$ cat config.mk
export PLATFORM = sky130hd
export DESIGN_NAME = cache_tag_store
export DESIGN_NICKNAME = d
export VERILOG_FILES = /design/src/rtl/dcache_pkg.sv /design/src/rtl/cache_tag_store.sv
export VERILOG_INCLUDE_DIRS = /design/src /design/src/rtl
export SDC_FILE = /design/constraint.sdc
export NUM_CORES = 1
export LEC_CHECK = 0
export BUFFER_PORTS_ARGS = -buffer_cell sky130_fd_sc_hd__buf_2
export CAP_MARGIN = 15
export CORE_UTILIZATION = 63
export DETAILED_ROUTE_END_ITERATION = 7
export PLACE_DENSITY = 0.79
export SETUP_SLACK_MARGIN = 0.02
export SLEW_MARGIN = 40
export SYNTH_ARGS = -nofsm -noshare
export SYNTH_HDL_FRONTEND = slang
export SYNTH_SLANG_ARGS = --single-unit
$ cat constraint.sdc
create_clock -name clk -period 3.6 [get_ports clk]
set_clock_uncertainty 0.15 [all_clocks]
set_input_delay 0.54 -clock clk [delete_from_list [all_inputs] [get_ports clk]]
set_output_delay 0.54 -clock clk [all_outputs]
set_load 0.01 [all_outputs]
$ cat src/rtl/dcache_defines.svh
// cache geometry and address field positions
// shared by the package and the cache modules
`ifndef DCACHE_DEFINES_SVH
`define DCACHE_DEFINES_SVH

`define DC_ADDR_W   16 // byte address
`define DC_WORD_W   16 // one data word
`define DC_TAG_W    5
`define DC_INDEX_W  7  // 128 blocks, direct mapped
`define DC_OFFS_W   3  // 8 words per block

`define DC_BLOCKS   128
`define DC_WORDS    8

// field positions in the address, bit 0 is always zero
`define DC_OFFS_LSB  1
`define DC_INDEX_LSB (`DC_OFFS_LSB + `DC_OFFS_W)
`define DC_TAG_LSB   (`DC_INDEX_LSB + `DC_INDEX_W)

`endif

$ cat src/rtl/dcache_pkg.sv
// data cache types
// address fields, data word and fill engine states
`include "dcache_defines.svh"

package dcache_pkg;

	typedef logic [`DC_ADDR_W-1:0]  addr_t;  // byte address from the processor
	typedef logic [`DC_WORD_W-1:0]  word_t;  // data word
	typedef logic [`DC_TAG_W-1:0]   tag_t;   // upper address bits kept per block
	typedef logic [`DC_INDEX_W-1:0] index_t; // selects the block
	typedef logic [`DC_OFFS_W-1:0]  offs_t;  // word within the block

	// fill engine
	typedef enum logic [1:0] {
		IDLE,       // hits served, waiting for a miss
		WAIT_PAUSE, // miss seen, icache owns memory
		FILL,       // read requests out, words coming back
		WRITE_TAG   // block complete, set valid and tag
	} fill_state_t;

endpackage

$ cat src/rtl/cache_tag_store.sv
// tag store of the data cache
// valid bit and tag per block, plus hit compare
`include "dcache_defines.svh"

module cache_tag_store (
	input  logic              clk,
	input  logic              rst_n,
	input  logic              mem_en,     // processor access this cycle
	input  logic              wrt_tag,    // fill done, mark block valid
	input  dcache_pkg::addr_t cache_addr, // addr_in or fill address, same tag and index
	output logic              hit
);
	import dcache_pkg::*;

	logic [`DC_BLOCKS-1:0] valid_q;        // one per block, cleared by reset
	tag_t                  tag_mem [`DC_BLOCKS];
	index_t                idx;
	tag_t                  tag;
	logic                  match;

	assign idx = cache_addr[`DC_TAG_LSB-1:`DC_INDEX_LSB];
	assign tag = cache_addr[`DC_ADDR_W-1:`DC_TAG_LSB];

	// valid bits are the only control state here
	always_ff @(posedge clk) begin
		if (!rst_n) begin
			valid_q <= '0;
		end else if (wrt_tag) begin
			valid_q[idx] <= 1'b1;
		end
	end

	always_ff @(posedge clk) begin
		if (wrt_tag) begin
			tag_mem[idx] <= tag; // the only tag write, at end of fill
		end
	end

	assign match = valid_q[idx] && (tag_mem[idx] == tag);

	// no access means nothing to miss on
	// while the tag is being written, keep reporting a miss so the stall holds
	assign hit = !mem_en ? 1'b1 :
		wrt_tag ? 1'b0 : match;

endmodule

# --- Word level (Yosys, flattened, before mapping) ---
# Memories as Yosys holds them, arrays and structs flattened.
# Cells that the tools add are included.
totals:
  regBits: 128
  ramBits: 640
  elab_cells: 16
  n_memories: 1
mem_list:
  columns: ["memory", "depth", "width", "rd", "rd_ports_with_merged_regs", "write_ports", "line_no", "source"]
  rows:
  - ["tag_mem", 128, 5, 1, 0, 1, "cache_tag_store.sv:16", "tag_t tag_mem [`DC_BLOCKS];"]
classes:
  n_reduce_logical: 2
  order_cmp: 2
  muxes: 8
  bitwise: 1
  n_eq_ne: 1
ops:
  columns: ["op", "count"]
  rows:
  - ["128-bit bitwise OR", 1]
  - ["7-bit by 8-bit less-than comparator with 1-bit output, second input constant", 1]
  - ["1-bit binary-select mux with 7-bit select", 1]
  - ["1-bit demux with 7-bit select", 1]
  - ["7-bit by 1-bit greater-or-equal comparator with 1-bit output, second input constant", 1]
  - ["1-bit two-way mux", 6]
  - ["5-bit == test", 1]
  - ["1-bit logical AND", 2]

# --- Depth between registers and ports, before layout ---
logic_depth:
  depth_word: 5
  depth_mapped: 14

# --- Least setup slack after synthesis ---
# No wires, ideal clock.
synth_timing:
  path_type: "input port to output port"
  startpoint: "input cache_addr[4]"
  endpoint: "output hit"
  setup_slack_ns: 0.003
  path_buffers: 1
  path_stages: 10
  arrival_time_ns: 2.907
  path_cell_list: "buf_6 > nor3b_4 > a221o_1 > nor2_1 > or4b_1 > a2111oi_1 > nor4_2 > xor2_1 > nand4_1 > o41ai_2"
synth_between:
  elab_chain_len: 5
synth_rtl:
  columns: ["element", "line_no", "source"]
  rows:
  - ["start: declaration", "cache_tag_store.sv:10", "input dcache_pkg::addr_t cache_addr,"]
  - ["memory read 128 x 5 bit / 1-bit binary-select mux with 7-bit select (equally long branches)", null, null]
  - ["5-bit == test / 1-bit two-way mux (equally long branches)", "cache_tag_store.sv:39", "assign match = valid_q[idx] && (tag_mem[idx] == tag);"]
  - ["1-bit logical AND *", "cache_tag_store.sv:39", null]
  - ["1-bit two-way mux *", "cache_tag_store.sv:44", "wrt_tag ? 1'b0 : match;"]
  - ["1-bit two-way mux *", "cache_tag_store.sv:43", "assign hit = !mem_en ? 1'b1 :"]
  - ["end: declaration", "cache_tag_store.sv:11", "output logic hit"]
# Every way passes the cells marked *; elsewhere a longest branch is shown, timed or not. The select of a mux whose other input is x is not followed.

# --- Worst setup path in the final report ---
layout_timing:
  startpoint: "input cache_addr[8]"
  endpoint: "output hit"
# Same word-level chain as after synthesis.

==> impl_metrics.toml <==
[detailed_routing]
drtIter0Drc = 2646
vias = 19200
first_pass_iters = 7
drc = 0
wl_um = 84200
ant_nets = 0
wl_per_cell_um = 30.2
via_per_inst = 6.87

[pwr]
vdd_ir_drop_max_mv = 0.484
switching_share = 0.213
power_frac_seq = 0.509
pwr-share-clk = 0.425
p_int_mw = 15.0
p_switching_mw = 4.04
power_density_mw_per_mm2 = 532
p_leak_nw = 12.3
combPwrFrac = 0.067

[clocking]
clk_pin_slew_ns = 0.06
htree_num_levels = 3
postCtsSetupBuffers = 0
cts_tree = "built"
clk_path_buf_depth = 3
clk_latency_ns = 0.61
cts_hold_repair.buffers = 0
cts_made_buffers = 75
numClockSinks = 768
cts_root_buf = "clkbuf_16"

[placement]
dpl.hpwl_um = 55400
gp_congestion = 0.978
port_buffers = 16
place_area_sq_mm = 0.0330

[critical_path]
worstSetupPathType = "in -> out"
cp-start-kind = "input pin"
path_cells = "buf_2, or2_2, buf_12, nor3_1, nor3_1, o22ai_1, o41ai_1, o211ai_1, nand4_1, xnor2_1, o41ai_4, buf_4, buf_2"
required_ns = 2.91
crit_slowest_cell = "nor3_1"
critPathArrivalTime_ns = 3.57
critPathMaxFanout = 12
crit_path_max_incr_delay_ns = 0.49
cp-end-kind = "primary output"

[status]
outcome = "finished with violations"
violations = "setup timing"

[yosys]
ys_seq_area_frac = 0.714
synth-seq-cells = 768
synth_top_area_cell = "edfxtp_1"
synthesis.nets = 1880
synth.top_cell.area_share = 0.630
synth_warnings = 0
avgSynthCellArea_sq_um = 16.4
synth_edf_count = 640
syn-cell-area_sq_mm = 0.0305
netlist_instances = 1860
yosys-top-cells-area = "edfxtp_1 63%, dfxtp_1 8.4%, mux4_2 6.6%, mux2i_1 4.2%, o21a_1 3.1%"
yosysUniqueCellTypes = 70
synth_ff_type = "edfxtp_1"
async_flop_share = 0

[sta]
finalCriticalPeriod_ns = 4.26
min_period_over_period = 1.18
final-hold-violation-count = 0
tightest_slew_ns = 0.865
fin_hold_ws_ns = 0.313
max_freq_mhz = 235
rsz0062_at_grt = "true"
setup_viol = 1
slew_headroom = 0.423
setup_ws_ns = -0.663
report.final.slew_viol_count = 0

[layout]
final_util = 0.747
final_common_cell = "edfxtp_1"
final_area_sq_mm = 0.0357
final_cell_mix = "640 x edfxtp_1, 253 x buf_4, 153 x nor2_1"
drive_gt1_frac = 0.254
regArea_sq_mm = 0.0218
multi_input_area_sq_mm = 0.00800
nNetsFinal = 2128
fill_cells = 2730
area_growth_pct = 16.9

[global_routing]
grt_pass1_wl_um = 124000
grt_max_degree = 129
gr-usage-all-layers = 0.348
grt_pass1_vias = 19000
antenna_found_initial = 1
gr-total-overflow = 0

[die]
die_area_sq_mm = 0.0493
die_height_um = 222
pin_count = 21
start_util = 0.639
chipWidth_um = 222
fp.coreArea_sq_mm = 0.0477
num_rows = 80

[min_path]
hp-class = "reg -> reg"

[run]
drv_cap = 0
==> power by group through the flow <==
stage | Combinational [mW] | Clock (mW) | Sequential [mW]
6_report | 1.27 | 8.06 | 9.66
5_1_grt | 1.30 | 8.41 | 9.66
3_3_place_gp | 1.18 | 0 | 9.85
2_1_floorplan | 0.587 | 0 | 9.85
4_1_cts | 1.23 | 8.11 | 9.66
3_5_place_dp | 1.21 | 0 | 9.85
==> cell usage after synthesis (all sizes together), types with 3 or more instances <==
cell type and count:
mux2i 127, o221ai 10, o21a 128, o2bb2ai 7, a211oi 10, nor3 23
and3 4, nand2 66, nor2 154, o211ai 5, dfxtp 128, o21ai 45
and2 6, buf 68, o22ai 31, o2111ai 4, clkbuf 51, a22oi 33
o41ai 5, nor4 10, a221oi 13, edfxtp 640, mux4 89, nor2b 10
a21oi 49, nand4 6, inv 6, a31oi 12, a221o 3, mux2 43
nand2b 7, and4b 3, xnor2 4, or2 5, nand3 29
==> area by class of cell <==
cell class | count | share of cell area
clock buffers | 107 | 0.0623
flip-flops and latches | 768 | 0.610
clock inverters | 32 | 0.00940
inverters | 6 | 0.000631
repair buffers | 290 | 0.0713
well taps | 615 | 0.0216
multi-input cells | 967 | 0.224
diodes | 2 | 0.000140
==> cell families after synthesis <==
logic type,count (synthesis),share of synthesized area
flip-flops,768,0.714
AO/OA/AOI/OAI,374,0.0865
AND/OR/NAND/NOR,328,0.0486
multiplexers,259,0.123
buffers and inverters,125,0.0264
XOR/XNOR,6,0.00172
==> worst paths after layout <==
kind / startpoint / cells past startpoint / slack (ns) / end
max: cache_addr[8] / 13 / -0.66 / hit
min: valid_q[37] / 1 / 0.31 / valid_q[37]
max reg2reg: valid_q[49] / 1 / 2.80 / valid_q[49]
min reg2reg: valid_q[37] / 1 / 0.31 / valid_q[37]
==> state kept, by name, summed over array words and instances, names as in the netlist <==
signal and cells:
tag_mem 640, valid_q 128
==> through the flow <==
step	setup TNS (ns)	power, mW	instances	worst slack (ns)
finish	-0.663	19.0	2787	-0.663
detailed placement	-0.650	11.1	2645	-0.650
global route	-0.766	19.4	2785	-0.766
global placement	-0.641	11.0	2645	-0.641
CTS	-0.553	19.0	2785	-0.553
floorplan	0	10.4	1860	0.120
==> timing repair <==
action	CTS	global route
endpoints found under the setup margin	1	1
cloned	1	0
resized for setup	13	2
==> per-layer routing <==
| layer | wire length, um | GRT usage | vias to the layer above |
|---|---|---|---|
| li1 | - | - | 7833 |
| met1 | 31600 | 0.483 | 9572 |
| met2 | 38700 | 0.532 | 1474 |
| met3 | 9670 | 0.0741 | 274 |
| met4 | 4190 | 0.167 | 2 |
| met5 | 17 | 0 | - |
==> critical path: cells and delay by family <==
kind	cells	cell delay (ns)
and+or+nand+nor	4	1.13
AOI/OAI and AO/OA	4	0.96
xor gates and xnor gates	1	0.24
buffers and inverters	4	0.67
Power figures use the tool's default switching activity.
