## src/rtl/dcache_defines.svh

```systemverilog
// cache geometry and address field positions
// shared by the package and the cache modules
`ifndef DCACHE_DEFINES_SVH
`define DCACHE_DEFINES_SVH

`define DC_ADDR_W   16 // byte address
`define DC_WORD_W   16 // one data word
`define DC_TAG_W    5
`define DC_INDEX_W  7  // 128 blocks, direct mapped
`define DC_OFFS_W   3  // 8 words per block

`define DC_BLOCKS   128
`define DC_WORDS    8

// field positions in the address, bit 0 is always zero
`define DC_OFFS_LSB  1
`define DC_INDEX_LSB (`DC_OFFS_LSB + `DC_OFFS_W)
`define DC_TAG_LSB   (`DC_INDEX_LSB + `DC_INDEX_W)

`endif

```

## src/rtl/dcache_pkg.sv

```systemverilog
// data cache types
// address fields, data word and fill engine states
`include "dcache_defines.svh"

package dcache_pkg;

	typedef logic [`DC_ADDR_W-1:0]  addr_t;  // byte address from the processor
	typedef logic [`DC_WORD_W-1:0]  word_t;  // data word
	typedef logic [`DC_TAG_W-1:0]   tag_t;   // upper address bits kept per block
	typedef logic [`DC_INDEX_W-1:0] index_t; // selects the block
	typedef logic [`DC_OFFS_W-1:0]  offs_t;  // word within the block

	// fill engine
	typedef enum logic [1:0] {
		IDLE,       // hits served, waiting for a miss
		WAIT_PAUSE, // miss seen, icache owns memory
		FILL,       // read requests out, words coming back
		WRITE_TAG   // block complete, set valid and tag
	} fill_state_t;

endpackage

```

## src/rtl/cache_fill_fsm.sv

```systemverilog
// fill engine of the data cache
// miss detection, pipelined block reads, fill counting
// and the write-through strobe
`include "dcache_defines.svh"

module cache_fill_fsm (
	input  logic              clk,
	input  logic              rst_n,
	input  logic              mem_en,         // processor access this cycle
	input  logic              wrt_cmd,        // access is a write
	input  logic              hit,            // from tag store
	input  logic              ifsm_busy,      // icache holds memory, no fill start
	input  logic              mem_data_valid, // one per returned word
	input  dcache_pkg::addr_t addr_in,
	output logic              fsm_busy,       // stall to the pipeline
	output logic              read_req,       // one word read per strobe
	output logic              wrt_mem,        // write-through
	output logic              wrt_data,       // data array write enable
	output logic              wrt_tag,        // tag store write enable
	output dcache_pkg::addr_t miss_addr,      // address to memory
	output dcache_pkg::addr_t cache_addr      // address to both arrays
);
	import dcache_pkg::*;

	localparam offs_t OFFS_LAST = offs_t'(`DC_WORDS - 1);

	fill_state_t           state_q;
	fill_state_t           state_d;
	logic [`DC_OFFS_W:0]   req_cnt; // requests issued, msb set when all 8 are out
	offs_t                 ret_cnt; // words returned so far
	logic                  miss;
	logic                  write_hit;
	logic                  fill_wr;
	logic                  in_fill;
	logic [`DC_ADDR_W-`DC_INDEX_LSB-1:0] block; // tag and index of the access

	assign block   = addr_in[`DC_ADDR_W-1:`DC_INDEX_LSB];
	assign in_fill = (state_q == FILL);
	assign miss    = mem_en && !hit;

	// hits are only served from idle
	assign write_hit = (state_q == IDLE) && mem_en && wrt_cmd && hit;
	assign fill_wr   = in_fill && mem_data_valid; // returning word goes straight in

	// next state, fsm_busy comes out of the same decode
	always_comb begin
		state_d  = state_q;
		fsm_busy = 1'b1;
		case (state_q)
			IDLE: begin
				fsm_busy = miss; // rises in the miss cycle, no register
				if (miss) begin
					state_d = ifsm_busy ? WAIT_PAUSE : FILL;
				end
			end
			WAIT_PAUSE: begin
				if (!ifsm_busy) begin
					state_d = FILL;
				end
			end
			FILL: begin
				if (fill_wr && (ret_cnt == OFFS_LAST)) begin
					state_d = WRITE_TAG; // eighth word landed
				end
			end
			WRITE_TAG: begin
				state_d = IDLE; // held request hits next cycle
			end
			default: begin
				state_d = IDLE;
			end
		endcase
	end

	always_ff @(posedge clk) begin
		if (!rst_n) begin
			state_q <= IDLE;
			req_cnt <= '0;
			ret_cnt <= '0;
		end else begin
			state_q <= state_d;
			if (!in_fill) begin
				req_cnt <= '0; // ready for the next fill
				ret_cnt <= '0;
			end else begin
				if (read_req) begin
					req_cnt <= req_cnt + (`DC_OFFS_W+1)'(1);
				end
				if (fill_wr) begin
					ret_cnt <= ret_cnt + offs_t'(1); // wraps to 0 after the last word
				end
			end
		end
	end

	// back to back requests, memory keeps up to latency reads in flight
	assign read_req = in_fill && !req_cnt[`DC_OFFS_W];

	assign wrt_tag  = (state_q == WRITE_TAG);
	assign wrt_data = write_hit || fill_wr;
	assign wrt_mem  = write_hit;

	// block aligned request address while filling, else the write-through address
	assign miss_addr = in_fill ?
		{block, req_cnt[`DC_OFFS_W-1:0], 1'b0} : addr_in;

	// arrays follow the return counter during the fill
	assign cache_addr = in_fill ? {block, ret_cnt, 1'b0} : addr_in;

endmodule

```

## config.mk

```make
export PLATFORM = sky130hd
export DESIGN_NAME = cache_fill_fsm
export DESIGN_NICKNAME = d
export VERILOG_FILES = /design/src/rtl/dcache_pkg.sv /design/src/rtl/cache_fill_fsm.sv
export VERILOG_INCLUDE_DIRS = /design/src /design/src/rtl
export SDC_FILE = /design/constraint.sdc
export NUM_CORES = 1
export LEC_CHECK = 0
export ABC_AREA = 1
export BUFFER_PORTS_ARGS = -buffer_cell sky130_fd_sc_hd__buf_2
export CORE_UTILIZATION = 25
export CTS_CLUSTER_SIZE = 25
export DETAILED_ROUTE_END_ITERATION = 12
export PLACE_DENSITY = 0.62
export SLEW_MARGIN = 20
export SYNTH_ARGS = -nofsm -noshare
export SYNTH_HDL_FRONTEND = slang
export SYNTH_SLANG_ARGS = --single-unit
```

## constraint.sdc

```tcl
create_clock -name clk -period 2.9 [get_ports clk]
set_clock_uncertainty 0.2 [all_clocks]
set_input_delay 0.58 -clock clk [delete_from_list [all_inputs] [get_ports clk]]
set_output_delay 0.58 -clock clk [all_outputs]
set_load 0.01 [all_outputs]
```

# After elaboration in Yosys (flattened, before gate mapping)
# Index checks and enable logic that the tools add are counted.
[op_classes]
addsub = 2
n_eq_ne = 7
mux = 8
reduce_logical = 13
[op_table]
columns = ["cell", "n"]
rows = [
  ["2-bit two-way mux", 4],
  ["4-bit two-way mux", 2],
  ["2-bit case mux with 4 select lines", 1],
  ["1-bit logical AND", 7],
  ["4-bit by 1-bit adder with 4-bit output (second input constant)", 1],
  ["2-bit equality test (second input constant)", 2],
  ["2-bit != test (second input constant)", 2],
  ["3-bit by 1-bit adder with 3-bit output (second input constant)", 1],
  ["3-bit equality test (second input constant)", 1],
  ["3-bit AND reduction", 1],
  ["2-bit by 1-bit equality test with 1-bit output (second input constant)", 1],
  ["1-bit logical NOT", 2],
  ["2-bit logical NOT", 1],
  ["2-bit by 1-bit != test with 1-bit output (second input constant)", 1],
  ["2-bit AND reduction", 1],
  ["1-bit logical OR", 1],
  ["1-bit two-way mux", 1],
]
[word_totals]
reg_bits = 9
inputBits = 23
out_inout_bits = 37

# Longest topological paths before layout
# Gate-level depths: netlist (run 1).
[logic_depth]
depth_word = 5
depth_mapped = 8

# Worst setup path before layout (run 1)
# OpenSTA, ideal clock, no wires.
[synth_timing]
path_kind = "flip-flop to output port"
from = "reg state_q[0]"
to = "out miss_addr[0]"
arrival_ns = 1.141
t_required_ns = 2.120
path_slack_ns = 0.979
path_stages_with_launch = 6
cell_sequence = "dfxtp_1 -> inv_1 -> ha_1 -> buf_6 -> nor2_1 -> buf_4"
[synth_between]
elab_chain_cells = 2
[synth_rtl]
columns = ["element", "line_no", "rtl"]
rows = [
  ["from (decl)", "cache_fill_fsm.sv:27", "fill_state_t state_q;"],
  ["from (signal assigned)", "cache_fill_fsm.sv:81", "state_q <= state_d;"],
  ["2-bit equality test", "cache_fill_fsm.sv:38", "assign in_fill = (state_q == FILL);"],
  ["4-bit two-way mux", "cache_fill_fsm.sv:104", "assign miss_addr = in_fill ?"],
  ["to (decl)", "cache_fill_fsm.sv:20", "output dcache_pkg::addr_t miss_addr,"],
]
# Every way passes these cells.

# Worst setup path after layout (run 1)
[layout_timing]
from = "reg state_q[0]"
to = "out wrt_data"
[layout_between]
elab_chain_cells = 5
[layout_rtl]
columns = ["element", "line_no", "rtl"]
rows = [
  ["2-bit logical NOT", "cache_fill_fsm.sv:42", "assign write_hit = (state_q == IDLE) && mem_en && wrt_cmd && hit;"],
  ["1-bit logical AND (3 in a row)", "cache_fill_fsm.sv:42", ""],
  ["1-bit logical OR (*)", "cache_fill_fsm.sv:100", "assign wrt_data = write_hit || fill_wr;"],
  ["to (decl)", "cache_fill_fsm.sv:18", "output logic wrt_data,"],
]
# Mark *: on every way between the ends. The rest lies on a longest branch, timed or not.

==> impl_metrics.env, run 1 <==
export IMPL_status="finished, final reports clean"
export IMPL_pwr_share_clk_pct=15.4
export IMPL_finalWorstSetupSlack_ns=0.394
export IMPL_path_class="flop to output pin"
export IMPL_cts_buffer_depth=2
export IMPL_grt_pass1_wl_mm=2.24
export IMPL_ys_ff_latch=9
export IMPL_ys_types=22
export IMPL_die_area_sq_mm=0.00356
export IMPL_place_ws_ns=0.654
export IMPL_fillerInstances=359
export IMPL_grt_pass1_vias=549
export IMPL_die_y_um=59.7
export IMPL_rsz0062_at_grt="no"
export IMPL_seq_area_sq_um=180
export IMPL_clock_tree_root_cell="clkbuf_4"
export IMPL_power_frac_comb_pct=60.4
export IMPL_yosys_top_cells_area="buf_4 (23%), dfxtp_1 (22%), ha_1 (12%)"
export IMPL_grt_overflow=0
export IMPL_cts_buffers=3
export IMPL_synth_top_cells_by_count="buf_4 (25), nand2_1 (20), inv_1 (14)"
export IMPL_syn_inst=113
export IMPL_drt_vias_per_instance=3.83
export IMPL_ant_nets=0
export IMPL_fin_cells=158
export IMPL_io_pins=60
export IMPL_cts_tree="yes"
export IMPL_cts_resized=0
export IMPL_row_count=20
export IMPL_drive_above_1_share_pct=32.5
export IMPL_antenna_found_initial=0
export IMPL_fmax_mhz=399
export IMPL_worstPathCellList="inv_1 -> ha_1 -> nand2_1 -> o31ai_1 -> buf_2"
export IMPL_p_switching_uw=320
export IMPL_routedWlPerCell_um=8.89
export IMPL_critPathMaxStageDelay_ns=0.50
export IMPL_synth_nets=144
export IMPL_globalRouteMet2Util_pct=13.0
export IMPL_wl_mm=1.40
export IMPL_synth_top_cell_area_share_pct=22.6
export IMPL_routabilityCongestion=0.716
export IMPL_clock_sinks=9
export IMPL_setup_violations_final=0
export IMPL_syn_to_final_growth_pct=-0.301
export IMPL_syn_area_per_cell_sq_um=7.36
export IMPL_dr_pass1_iters=4
export IMPL_ir_drop_mv=0.259
export IMPL_drtIter0Drc=17
export IMPL_diodes=0
export IMPL_finalHoldViolCount=0
export IMPL_vias=605
export IMPL_p_int_uw=352
export IMPL_path_clk_slew_ns=0.07
export IMPL_cp_required_ns=2.12
export IMPL_finalCritPeriodShare_pct=86.4
export IMPL_tns_ns=0
export IMPL_worstMarginPinSlew_ns=0.524
export IMPL_cts_htree_levels=1
export IMPL_arrival_ns=1.73
export IMPL_post_cts_buffers=0
export IMPL_synthesis_area_sq_um=832
export IMPL_dp_cells=154
export IMPL_critPathSlowestCell="ha_1"
export IMPL_critPathMaxFanout=8
export IMPL_layout_min_cycle_time_ns=2.51
export IMPL_power_leakage_uw=0.000436
export IMPL_yosysTopAreaCell="buf_4"
export IMPL_core_area_sq_mm=0.00310
export IMPL_maxSlewHeadroom_pct=65.1
export IMPL_use_met1_pct=9.89
export IMPL_hold_buffers=0
export IMPL_switching_share_pct=47.7
export IMPL_dpl_hpwl_mm=1.15
export IMPL_drc_errors=0
export IMPL_grt_max_degree=10
export IMPL_synth_edf_count=0
export IMPL_p_seq_share_pct=24.1
export IMPL_cp_end_kind="output pin"
export IMPL_yosys_most_used_dff="dfxtp_1"
export IMPL_ys_seq_area_share_pct=21.7
export IMPL_multiInputGateArea_sq_um=385
export IMPL_io_buffer_count=23
export IMPL_die_w_um=59.7
export IMPL_worstSkewPairLatency_ns=0.27
export IMPL_start_util_pct=26.8
export IMPL_track_usage_pct=8.45
export IMPL_drv_cap=0
export IMPL_crit_path_start_kind="flop"
export IMPL_use_met3_pct=4.98
export IMPL_ys_warn_count=0
export IMPL_grt_busiest_layer="met2"
export IMPL_synthArstFlopShare_pct=0
export IMPL_p_per_area_mw_per_mm2=810
export IMPL_yosysMostFrequentCell="buf_4"
export IMPL_min_path_type="flop to flop"
export IMPL_nNetsFinal=146
export IMPL_final_max_slew_violation_count=0
## worst paths after layout
check / start / endpoint / slack, ns / cells after the start
setup reg to reg: state_q[0] / ret_cnt[1] / 1.17 / 5
hold / removal: ret_cnt[2] / ret_cnt[2] / 0.28 / 2
hold reg to reg: ret_cnt[2] / ret_cnt[2] / 0.28 / 2
setup / recovery: state_q[0] / wrt_data / 0.39 / 5
## cell usage in the layout (no fill, tap or decap), drive strengths merged
cell     n
a21oi    5
o21ai   10
nand3    4
buf     23
clkinv   1
nor3     1
xnor2    1
nor2     6
dfxtp    9
ha       8
nand2   25
inv     16
clkbuf   4
o31ai    1
## routing by layer
metal	share of wire (%)	vias up
li1	-	330
met4	0.71	0
met2	46	23
met5	0	-
met1	45	248
met3	8.0	4
## flip-flops by register name, indices dropped and copies added, names as in the netlist
register / count
ret_cnt: 3
state_q: 2
req_cnt: 4
## power groups by stage
stage	sequential, uW	combinational, uW	clock [uW]
after floorplan	161	355	0
after global placement	164	410	0
after detailed placement	165	411	0
after CTS	162	413	106
after global routing	165	461	112
final	162	406	104
## stage by stage
step	util (%)	cell area (sq um)	hold WS [ns]	total power (uW)
finish	26.7	830	0.279	672
detailed placement	25.9	803	0.257	576
floorplan	-	832	0.240	516
global placement	25.9	803	0.253	574
global route	26.7	830	0.309	739
CTS	26.7	830	0.276	681
## cell families (layout without fill, tap and decap cells)
family	count (synthesis)	after routing	synth area share [%]
AO/OA/AOI/OAI	16	16	10.8
buffers and inverters	43	44	32.0
adder cells (fa/ha/maj)	8	8	12.0
AND/OR/NAND/NOR	36	36	22.4
flip-flops	9	9	21.7
XOR/XNOR	1	1	1.05
## critical path, delay by kind of cell, from the launching register on
family          cells  cell delay [ns]
buf+inv             2             0.28
compound gates      1             0.11
flops               1             0.33
simple gates        1             0.23
fa+ha+maj           1             0.50
## layout make-up
cell class,instances,share of cell area (%)
multi-input combinational,61,46.5
clock buffer,4,3.17
inverter,17,8.14
timing repair buffer,23,13.9
tap,44,6.64
sequential,9,21.7
Note: power is estimated with default switching activity, not from simulation.
==> inputs of run 2 (changes only) <==
--- a/config.mk
+++ b/config.mk
@@ -12,6 +12,7 @@
 export CTS_CLUSTER_SIZE = 25
 export DETAILED_ROUTE_END_ITERATION = 12
 export PLACE_DENSITY = 0.62
+export SETUP_SLACK_MARGIN = 0.4
 export SLEW_MARGIN = 20
 export SYNTH_ARGS = -nofsm -noshare
 export SYNTH_HDL_FRONTEND = slang
==> run 2 against run 1 <==
  * Critical path depth stayed put
  * Die area unchanged
  * Routed wire length is 0.14% higher
  * Non-clock buffer count did not move
  * First-iteration DRC count grew 5.9%
  * Critical endpoint unchanged
  * Largest cell class unchanged
  * Highest routed layer unchanged
==> impl_metrics.env, run 2 (synthesis gave the netlist of run 1 again) <==
export IMPL_largest_reg_flops=4
export IMPL_dpl_hpwl_mm=1.15
export IMPL_arrival_ns=1.54
export IMPL_cp_required_ns=2.12
export IMPL_rsz0062_at_grt="no"
export IMPL_final_cell_mix="buf_2 (23), nand2_1 (20), inv_1 (14), dfxtp_1 (9), ha_1 (7)"
export IMPL_die_y_um=59.7
export IMPL_routedWlPerCell_um=8.90
export IMPL_nNetsFinal=146
export IMPL_post_cts_buffers=0
export IMPL_crit_path_start_kind="flop"
export IMPL_placed_area_sq_um=803
export IMPL_worstMarginPinSlew_ns=0.287
export IMPL_critPathMaxFanout=8
export IMPL_regMostFlops="req_cnt"
export IMPL_finalHoldViolCount=0
export IMPL_track_usage_pct=8.54
export IMPL_drive_above_1_share_pct=33.3
export IMPL_wl_mm=1.41
export IMPL_diodes=0
export IMPL_row_count=20
export IMPL_vias=606
export IMPL_cp_end_kind="output pin"
export IMPL_drt_vias_per_instance=3.84
export IMPL_ir_drop_mv=0.256
export IMPL_cts_buffer_depth=2
export IMPL_fin_hold_ws_ns=0.278
export IMPL_p_total_uw=674
export IMPL_fmax_mhz=431
export IMPL_status="finished, final reports clean"
export IMPL_cts_tree="yes"
export IMPL_io_pins=60
export IMPL_antenna_found_initial=0
export IMPL_fillerInstances=360
export IMPL_io_buffer_count=23
export IMPL_fin_cells=158
export IMPL_final_common_cell="buf_2"
export IMPL_dr_pass1_iters=4
export IMPL_power_leakage_uw=0.000434
export IMPL_syn_to_final_growth_pct=0
export IMPL_drv_cap=0
export IMPL_path_clk_slew_ns=0.07
export IMPL_cts_buffers=3
export IMPL_grt_pass1_vias=553
export IMPL_min_path_type="flop to flop"
export IMPL_start_util_pct=26.8
export IMPL_die_w_um=59.7
export IMPL_finalCritPeriodShare_pct=80.1
export IMPL_fin_area_sq_um=832
export IMPL_top_regs="req_cnt (4), ret_cnt (3), state_q (2)"
export IMPL_clock_tree_root_cell="clkbuf_4"
export IMPL_drtIter0Drc=18
export IMPL_die_area_sq_mm=0.00356
export IMPL_grt_pass1_wl_mm=2.27
export IMPL_hold_buffers=0
export IMPL_worstSkewPairLatency_ns=0.27
export IMPL_dp_cells=154
export IMPL_maxSlewHeadroom_pct=80.9
export IMPL_clock_sinks=9
export IMPL_final_max_slew_violation_count=0
export IMPL_grt_overflow=0
export IMPL_cts_htree_levels=1
export IMPL_drc_errors=0
export IMPL_layout_min_cycle_time_ns=2.32
export IMPL_routabilityCongestion=0.716
export IMPL_grt_max_degree=10
export IMPL_core_area_sq_mm=0.00310
export IMPL_cts_resized=1
export IMPL_path_class="flop to output pin"
export IMPL_ant_nets=0
export IMPL_setup_violations_final=0
export IMPL_p_per_area_mw_per_mm2=810
export IMPL_tns_ns=0
-- run 2: cell types whose count changed in the layout (fill, tap and decap cells not counted) --
cell,before,now
ha_2,0,1
ha_1,8,7
-- run 2: final cells by class --
type | count | area (sq um) | share of cell area (%)
multi-input cells | 61 | 388 | 46.6
inverters | 17 | 67.6 | 8.12
flip-flops and latches | 9 | 180 | 21.7
well taps | 44 | 55.1 | 6.62
clock buffers | 4 | 26.3 | 3.16
repair buffers | 23 | 115 | 13.8
-- run 2: final timing paths --
path / slack, ns / to / from / cells past startpoint
setup reg to reg: 1.36 / ret_cnt[1] / state_q[0] / 5
hold reg to reg: 0.28 / req_cnt[0] / req_cnt[3] / 2
hold / removal: 0.28 / req_cnt[0] / req_cnt[3] / 2
setup / recovery: 0.58 / wrt_data / state_q[0] / 5
-- run 2: worst max-delay path, cell delays in order (launching register included) --
cell     delay [ns]
dfxtp_1        0.33
inv_1          0.12
ha_2           0.37
nand2_1        0.18
o31ai_1        0.10
buf_2          0.16
-- run 2: per-layer routing --
| metal | routed length [um] | track usage, % | part of all wire (%) |
|---|---|---|---|
| met2 | 648 | 13.2 | 46 |
| met4 | 13 | 2.33 | 0.92 |
| met1 | 630 | 10.0 | 45 |
| met5 | 0 | 0 | 0 |
| met3 | 114 | 4.98 | 8.1 |
-- run 2: power by group --
group          leakage [uW]  total (uW)  switching [uW]  internal (uW)
clock             0.0000150         103            49.5           53.2
combinational      0.000346         409             253            155
sequential        0.0000731         162            17.3            145
total              0.000434         674             320            354
-- run 2: through the flow --
step / util (%) / worst slack [ns]
after global routing: 26.8 / 0.417
after detailed placement: 25.9 / 0.654
after floorplan: - / 0.979
after global placement: 25.9 / 0.725
final: 26.8 / 0.578
after CTS: 26.8 / 0.553
